$ cat config.mk
export PLATFORM = sky130hd
export DESIGN_NAME = width_loop_top
export DESIGN_NICKNAME = d
export VERILOG_FILES = /design/src/rtl/stream_pkg.sv /design/src/rtl/stream_if.sv /design/src/rtl/stream_packer.sv /design/src/rtl/word_fifo.sv /design/src/rtl/stream_unpacker.sv /design/src/rtl/width_loop_top.sv
export SDC_FILE = /design/constraint.sdc
export NUM_CORES = 1
export LEC_CHECK = 0
export BUFFER_PORTS_ARGS = -buffer_cell sky130_fd_sc_hd__buf_2
export CORE_MARGIN = 5
export CORE_UTILIZATION = 65
export CTS_BUF_LIST = sky130_fd_sc_hd__clkbuf_8
export CTS_CLUSTER_SIZE = 12
export DETAILED_ROUTE_END_ITERATION = 10
export PLACE_DENSITY_LB_ADDON = 0.05
export SYNTH_ARGS = -nofsm -noshare
export SYNTH_HDL_FRONTEND = slang
export SYNTH_SLANG_ARGS = --single-unit
$ cat constraint.sdc
create_clock -name CLK -period 6.5 [get_ports CLK]
set_clock_uncertainty 0.05 [all_clocks]
set_input_delay 0 -clock CLK [delete_from_list [all_inputs] [get_ports CLK]]
set_output_delay 0 -clock CLK [all_outputs]
set_load 0.02 [all_outputs]
$ cat src/rtl/stream_pkg.sv
`default_nettype none

package stream_pkg;

    // beat and word widths.
    localparam int BEAT_W = 16;
    localparam int WORD_W = 64;

    // beats gathered into one packed word.
    localparam int BEATS_PER_WORD = WORD_W / BEAT_W;

    // word entries in the buffer FIFO.
    localparam int FIFO_DEPTH = 4;

    // one stream beat.
    typedef logic [BEAT_W-1:0] beat_t;

    // one packed word, beat 0 in the low bits.
    typedef logic [WORD_W-1:0] word_t;

    // counts 0 to BEATS_PER_WORD inclusive.
    typedef logic [2:0] beat_cnt_t;

    // FIFO read and write pointers, wrap at FIFO_DEPTH.
    typedef logic [1:0] fifo_ptr_t;

    // FIFO occupancy, 0 to FIFO_DEPTH.
    typedef logic [2:0] fifo_cnt_t;

endpackage

`default_nettype wire

$ cat src/rtl/stream_if.sv
`timescale 1ns/1ps
`default_nettype none

interface stream_if #(
    parameter int DATA_W = 16
) ();

    logic              valid;
    logic              ready;
    logic              last;
    logic [DATA_W-1:0] data;

    // producer side.
    modport source (
        output valid,
        output last,
        output data,
        input  ready
    );

    // consumer side.
    modport sink (
        input  valid,
        input  last,
        input  data,
        output ready
    );

endinterface

`default_nettype wire

$ cat src/rtl/stream_packer.sv
`timescale 1ns/1ps
`default_nettype none

module stream_packer
    import stream_pkg::*;
(
    input  wire      CLK,
    input  wire      RST_N,
    stream_if.sink   in_beat,
    stream_if.source out_word
);

    beat_cnt_t shift_cnt;
    word_t     shift_word;
    logic      last_q;

    logic word_vld;
    logic beat_take;
    logic word_take;

    // a full word sits in the register once four beats are in.
    assign word_vld = (shift_cnt == beat_cnt_t'(BEATS_PER_WORD));

    // room for a beat unless a full word is stuck.
    assign in_beat.ready = !word_vld || out_word.ready;

    assign beat_take = in_beat.valid && in_beat.ready;
    assign word_take = word_vld && out_word.ready;

    assign out_word.valid = word_vld;
    assign out_word.data  = shift_word;
    assign out_word.last  = last_q && word_vld;

    // beat counter.
    always_ff @(posedge CLK or negedge RST_N) begin
        if (!RST_N) begin
            shift_cnt <= '0;
        end else begin
            if (beat_take && !word_vld) begin
                shift_cnt <= shift_cnt + beat_cnt_t'(1);
            end else if (beat_take && word_take) begin
                // first beat of the next word arrives as the old one leaves.
                shift_cnt <= beat_cnt_t'(1);
            end else if (word_take) begin
                shift_cnt <= '0;
            end
        end
    end

    // new beat enters at the top, older beats move down.
    // after four beats, beat 0 ends up in the low bits.
    always_ff @(posedge CLK) begin
        if (beat_take) begin
            shift_word <= {beat_t'(in_beat.data), shift_word[WORD_W-1:BEAT_W]};
            last_q     <= in_beat.last;
        end
    end

endmodule

`default_nettype wire

$ cat src/rtl/word_fifo.sv
`timescale 1ns/1ps
`default_nettype none

module word_fifo
    import stream_pkg::*;
(
    input  wire      CLK,
    input  wire      RST_N,
    stream_if.sink   wr,
    stream_if.source rd
);

    // storage, data and last flag side by side.
    word_t mem_data [FIFO_DEPTH];
    logic  mem_last [FIFO_DEPTH];

    fifo_ptr_t wr_ptr;
    fifo_ptr_t rd_ptr;
    fifo_cnt_t count;

    logic wr_take;
    logic rd_take;

    // ready depends on the count alone, never on a read this cycle.
    assign wr.ready = (count < fifo_cnt_t'(FIFO_DEPTH));

    assign rd.valid = (count != '0);
    assign rd.data  = mem_data[rd_ptr];
    assign rd.last  = mem_last[rd_ptr];

    assign wr_take = wr.valid && wr.ready;
    assign rd_take = rd.valid && rd.ready;

    // write side.
    always_ff @(posedge CLK) begin
        if (wr_take) begin
            mem_data[wr_ptr] <= wr.data;
            mem_last[wr_ptr] <= wr.last;
        end
    end

    // pointers wrap on their own at FIFO_DEPTH.
    always_ff @(posedge CLK or negedge RST_N) begin
        if (!RST_N) begin
            wr_ptr <= '0;
            rd_ptr <= '0;
        end else begin
            if (wr_take) begin
                wr_ptr <= wr_ptr + fifo_ptr_t'(1);
            end
            if (rd_take) begin
                rd_ptr <= rd_ptr + fifo_ptr_t'(1);
            end
        end
    end

    // occupancy.
    always_ff @(posedge CLK or negedge RST_N) begin
        if (!RST_N) begin
            count <= '0;
        end else begin
            case ({wr_take, rd_take})
                2'b10: begin
                    count <= count + fifo_cnt_t'(1);
                end
                2'b01: begin
                    count <= count - fifo_cnt_t'(1);
                end
                default: begin
                    // both or neither, level unchanged.
                    count <= count;
                end
            endcase
        end
    end

endmodule

`default_nettype wire

$ cat src/rtl/stream_unpacker.sv
`timescale 1ns/1ps
`default_nettype none

module stream_unpacker
    import stream_pkg::*;
(
    input  wire      CLK,
    input  wire      RST_N,
    stream_if.sink   in_word,
    stream_if.source out_beat
);

    word_t     word_q;
    logic      last_q;
    beat_cnt_t beats_left;

    logic final_beat;
    logic word_take;
    logic beat_take;

    assign final_beat = (beats_left == beat_cnt_t'(1));

    // low beat always on the output.
    assign out_beat.valid = (beats_left != '0);
    assign out_beat.data  = word_q[BEAT_W-1:0];
    assign out_beat.last  = last_q && final_beat;

    assign beat_take = out_beat.valid && out_beat.ready;

    // next word can load as the final beat goes out.
    assign in_word.ready = (beats_left == '0) || (final_beat && out_beat.ready);
    assign word_take     = in_word.valid && in_word.ready;

    // beats still to send.
    always_ff @(posedge CLK or negedge RST_N) begin
        if (!RST_N) begin
            beats_left <= '0;
        end else begin
            if (word_take) begin
                beats_left <= beat_cnt_t'(BEATS_PER_WORD);
            end else if (beat_take) begin
                beats_left <= beats_left - beat_cnt_t'(1);
            end
        end
    end

    // word register, moves down one beat per transfer.
    always_ff @(posedge CLK) begin
        if (word_take) begin
            word_q <= in_word.data;
            last_q <= in_word.last;
        end else if (beat_take) begin
            word_q <= {{BEAT_W{1'b0}}, word_q[WORD_W-1:BEAT_W]};
        end
    end

endmodule

`default_nettype wire

$ cat src/rtl/width_loop_top.sv
`timescale 1ns/1ps
`default_nettype none

module width_loop_top
    import stream_pkg::*;
(
    input  wire   CLK,
    input  wire   RST_N,

    input  wire   in_valid,
    output logic  in_ready,
    input  beat_t in_data,
    input  wire   in_last,

    output logic  out_valid,
    input  wire   out_ready,
    output beat_t out_data,
    output logic  out_last
);

    stream_if #(.DATA_W(BEAT_W)) beat_in  ();
    stream_if #(.DATA_W(WORD_W)) pack_word ();
    stream_if #(.DATA_W(WORD_W)) buf_word  ();
    stream_if #(.DATA_W(BEAT_W)) beat_out ();

    // input stream onto the beat interface.
    assign beat_in.valid = in_valid;
    assign beat_in.data  = in_data;
    assign beat_in.last  = in_last;
    assign in_ready      = beat_in.ready;

    // 16 to 64.
    stream_packer i_packer (
        .CLK      (CLK),
        .RST_N    (RST_N),
        .in_beat  (beat_in),
        .out_word (pack_word)
    );

    word_fifo i_fifo (
        .CLK   (CLK),
        .RST_N (RST_N),
        .wr    (pack_word),
        .rd    (buf_word)
    );

    // 64 back to 16.
    stream_unpacker i_unpacker (
        .CLK      (CLK),
        .RST_N    (RST_N),
        .in_word  (buf_word),
        .out_beat (beat_out)
    );

    // output stream.
    assign out_valid      = beat_out.valid;
    assign out_data       = beat_out.data;
    assign out_last       = beat_out.last;
    assign beat_out.ready = out_ready;

endmodule

`default_nettype wire

==> run summary <==
Summed over all failing endpoints, the final setup total negative slack is 0 ns. Synthesis produced a netlist whose cell count is 641. The worst setup path is captured at a flip-flop. The worst hold path passes through 2 cells. Total power for the finished layout comes to 7.02 mW.

The worst register-to-register path begins at i_packer.shift_cnt[0]. The register share of total power came out at 0.531. The critical path starts at i_packer.shift_cnt[0]. The worst hold path terminates at i_packer.out_word.data[58]. The largest net degree at the start of global routing is 65. Startpoint type of the worst setup path: a flip-flop.

The run gives 0 as the count of final hold-check violations. Including well taps, the total number of placed cells is 937. The starting density of the core is 0.661, and the delay of the slowest cell on the worst path is 0.81 ns. After detailed routing, the average wire length per cell comes to 21.7 um. The clock share of power is 0.262. The min-delay analysis places its worst path in the category input port to flip-flop. The classification of the worst setup path was flip-flop to flip-flop. The number of fillers in the final layout is 1246, and the register bit count reported by yosys is 403. Using the TritonRoute via totals, the vias-per-cell ratio works out to 5.79. In the routed design, unresolved DRC markers number 0. The number of antenna repair diodes is 0, and the clock transition at the registers of the reported paths is 0.06 ns. The post-synthesis sequential area ratio was 0.805; the number of buffers added by the clock tree synthesis step was 60.

The total vias in the final route came out at 6169. The clock reaches the later pin of the worst-skew pair after 0.60 ns. The top-level I/O count was 40. TritonCTS built the clock tree.

The logs give 0.695 for the global placer's final weighted congestion and 0 for the total setup violations reported at the end of the flow. The average cell area after synthesis came out at 23.3 um^2. The first-pass GRT wire length was 37400 um. Buffers placed on the I/O ports in this run total 39. The tools report the total placed instance area as 0.0153 mm^2. Yosys printed 0 warnings. The number of cells on the worst reg-to-reg path is 6. Summed over all nets, the half-perimeter wirelength after detailed placement is 12100 um.

The area fraction of the dominant cell type after synthesis was 0.783. Leaving out filler cells and counting taps, the final layout contains 1066. The slew at the pin closest to its max-slew limit is 0.969 ns, and the count of buffers added by post-CTS timing repair for setup is 0. The number of antenna violations at the first check in global routing is 0, and the power density over the cells is 422 mW/mm^2.

The layout cell share with drive strength beyond 1 works out to 0.314. Counting every sink on the clock net gives 403. The flow ran to the end, and the final reports show no timing, DRC or antenna violations. After routing the design area is 0.0166 mm^2. The tools report the worst relative slew slack as 0.354.

Setup repair after global routing left no endpoint under its margin. The count of cell types in the netlist is 33. The via count of the first global-routing pass is 6836, and the ratio of final minimum period to clock period is 0.490. At the placement stage, the worst setup path has a slack of 3.29 ns. In the final design database the tool counted 767 nets. The post-synthesis net count is 673, and the max-capacitance violation count is 0.

The clock passes through at most 3 buffers. After the first detailed-routing iteration, the DRC count stood at 433. Total routed wirelength: 23200 um. The post-cts gate resize count was 0; the minimum period implied by the final worst setup slack was 3.18 ns. After synthesis, the cell types taking the most area are sky130_fd_sc_hd__edfxtp_1, sky130_fd_sc_hd__mux4_2, sky130_fd_sc_hd__mux2_2. Measured along the x axis, the die boundary spans 162 um.

Data arrives at the worst endpoint at 3.35 ns. For the reg-to-reg setup timing slack, the log shows 3.32 ns. The combinational power share was 0.207; the number of standard-cell rows in the floorplan was 55. The cell with the biggest individual delay on the critical path is sky130_fd_sc_hd__and2_2.

In this run the power spent charging and discharging nets is 1.88 mW. The die is 162 um tall. Placeable core region: 0.0226 mm^2. Across the VDD grid, the largest voltage drop is 0.424 mV. The remaining global-route overflow is 0, and the number of iterations in the first detailed-routing pass is 4. The master cell of the clock root buffer is sky130_fd_sc_hd__clkbuf_8. The all-layer global routing usage is 0.186. Walking the worst path, the cells encountered are inv_1 > ha_1 > nand2_1 > nor2_1 > and2_2 > buf_4. The switching share of total power was 0.268.

The total standard cell area after synthesis came out at 0.0150 mm^2. The worst reg2reg path endpoint is i_fifo.mem_data[1][48]. The H-tree was split into 2 levels. The tools report the maximum achievable frequency as 0.314 GHz. At the worst endpoint, the required time is 6.66 ns. The tools report the overall die area as 0.0261 mm^2.

The area overhead of the layout relative to synthesis is 11.2%. The biggest area contributor in the post-synthesis netlist is sky130_fd_sc_hd__edfxtp_1. The max-slew violation count came out at 0. Setup slack on the critical path of the routed design comes to 3.32 ns. Internal power comes to 5.14 mW. Along the worst path, the maximum fanout reaches 35. The post-route antenna net violation count came out at 0. In this run the most critical hold path is launched from in_data[10]. The analysis attributes to cell leakage a power of 5.66 nW.
## layer usage
metal / global-route usage / routed length, um
met5: 0 / 0
met4: 0.0546 / 376
met3: 0.0332 / 1010
met2: 0.304 / 11500
met1: 0.267 / 10300
## synth_stat cells
cell	instances
sky130_fd_sc_hd__ha_1	10
sky130_fd_sc_hd__buf_4	18
sky130_fd_sc_hd__nor3_2	1
sky130_fd_sc_hd__buf_6	2
sky130_fd_sc_hd__nand2b_1	1
sky130_fd_sc_hd__nand2_1	7
sky130_fd_sc_hd__a32o_1	1
sky130_fd_sc_hd__mux2_4	11
sky130_fd_sc_hd__mux4_1	5
sky130_fd_sc_hd__fa_1	1
sky130_fd_sc_hd__nand3_1	1
sky130_fd_sc_hd__edfxtp_1	390
sky130_fd_sc_hd__buf_12	2
sky130_fd_sc_hd__o21ai_0	6
sky130_fd_sc_hd__o211ai_1	1
sky130_fd_sc_hd__a21oi_1	5
sky130_fd_sc_hd__buf_1	3
sky130_fd_sc_hd__buf_2	10
sky130_fd_sc_hd__nor3_1	1
sky130_fd_sc_hd__inv_1	13
sky130_fd_sc_hd__mux2_2	38
sky130_fd_sc_hd__nor3b_1	2
sky130_fd_sc_hd__or3_1	2
sky130_fd_sc_hd__dfrtp_1	13
sky130_fd_sc_hd__and2_1	21
sky130_fd_sc_hd__a311oi_1	1
sky130_fd_sc_hd__nor2_1	4
sky130_fd_sc_hd__clkbuf_1	3
sky130_fd_sc_hd__and3_1	1
sky130_fd_sc_hd__xor2_1	3
sky130_fd_sc_hd__xnor2_1	3
sky130_fd_sc_hd__nor3_4	1
sky130_fd_sc_hd__mux4_2	60
## registers in the layout, indices dropped and copies added (netlist names)
name                    cells
i_packer.shift_cnt          3
i_fifo.mem_last             4
i_fifo.wr_ptr               2
i_fifo.count                3
i_packer.out_word.data     64
i_packer.last_q             1
i_unpacker.beats_left       3
i_fifo.rd_ptr               2
i_unpacker.word_q          64
i_unpacker.last_q           1
i_fifo.mem_data           256
## placed cells by master (no fill, tap or decap), drive strengths merged
cell / instances
mux4: 65
xor2: 3
inv: 35
clkinvlp: 2
buf: 49
mux2: 49
clkinv: 20
a21oi: 5
nor3b: 2
o21ai: 6
nand2b: 1
nand2: 7
and2: 21
a311oi: 1
dfrtp: 13
dlygate4sd3: 21
ha: 10
nor3: 3
a32o: 1
nand3: 1
bufinv: 1
nor2: 4
clkbuf: 63
fa: 1
edfxtp: 390
and3: 1
or3: 2
xnor2: 3
o211ai: 1
## worst max path at each step
| stage | end | depth (start not counted) |
|---|---|---|
| 2_1_floorplan | i_fifo.mem_data[0][0] | 5 |
| 6_report | i_fifo.mem_data[1][48] | 6 |
| 3_5_place_dp | i_fifo.mem_data[0][47] | 6 |
| 4_1_cts | i_fifo.mem_data[1][48] | 6 |
| 5_1_grt | i_fifo.mem_data[3][58] | 6 |
| 3_3_place_gp | i_fifo.mem_data[3][26] | 6 |
## area by class of cell
type / instances / area (um^2) / area share
flip-flops and latches: 403 / 12000 / 0.724
repair buffers: 70 / 480 / 0.0289
clock inverters: 45 / 226 / 0.0136
inverters: 13 / 48.8 / 0.00293
clock buffers: 63 / 867 / 0.0521
multi-input cells: 187 / 2610 / 0.157
well taps: 285 / 357 / 0.0214
## power groups by stage
stage	Clock [mW]	Sequential, mW	Combinational, mW
floorplan	0	3.62	1.32
global placement	0	3.76	1.45
detailed placement	0	3.79	1.47
CTS	1.88	3.73	1.49
global route	2.01	3.78	1.58
finish	1.84	3.73	1.46
## per-stage QoR
step,utilization,hold WS [ns]
6_report,0.735,0.0594
5_1_grt,0.735,0.0366
4_1_cts,0.735,0.0131
3_5_place_dp,0.677,-0.147
3_3_place_gp,0.677,-0.150
2_1_floorplan,-,-0.346
## what timing repair did
action | CTS | global route
endpoints found under the setup margin | 0 | 0
hold endpoints to repair | 46 | 0
hold buffers | 21 | 0
## critical path: cells and delay by family, from the launching register on
family,cells,cell delay [ns]
simple gates,3,1.37
buf+inv,2,0.68
flops,1,0.42
fa+ha+maj,1,0.23
## cells by family after synthesis
group,Yosys count,synth area share
muxes,114,0.139
adders and majority gates,11,0.00970
xor gates and xnor gates,6,0.00351
and+or+nand+nor,42,0.0166
AOI/OAI and AO/OA,14,0.00544
buffers and inverters,51,0.0213
DFF,403,0.805
No activity file was read; power rests on OpenSTA's default activity.
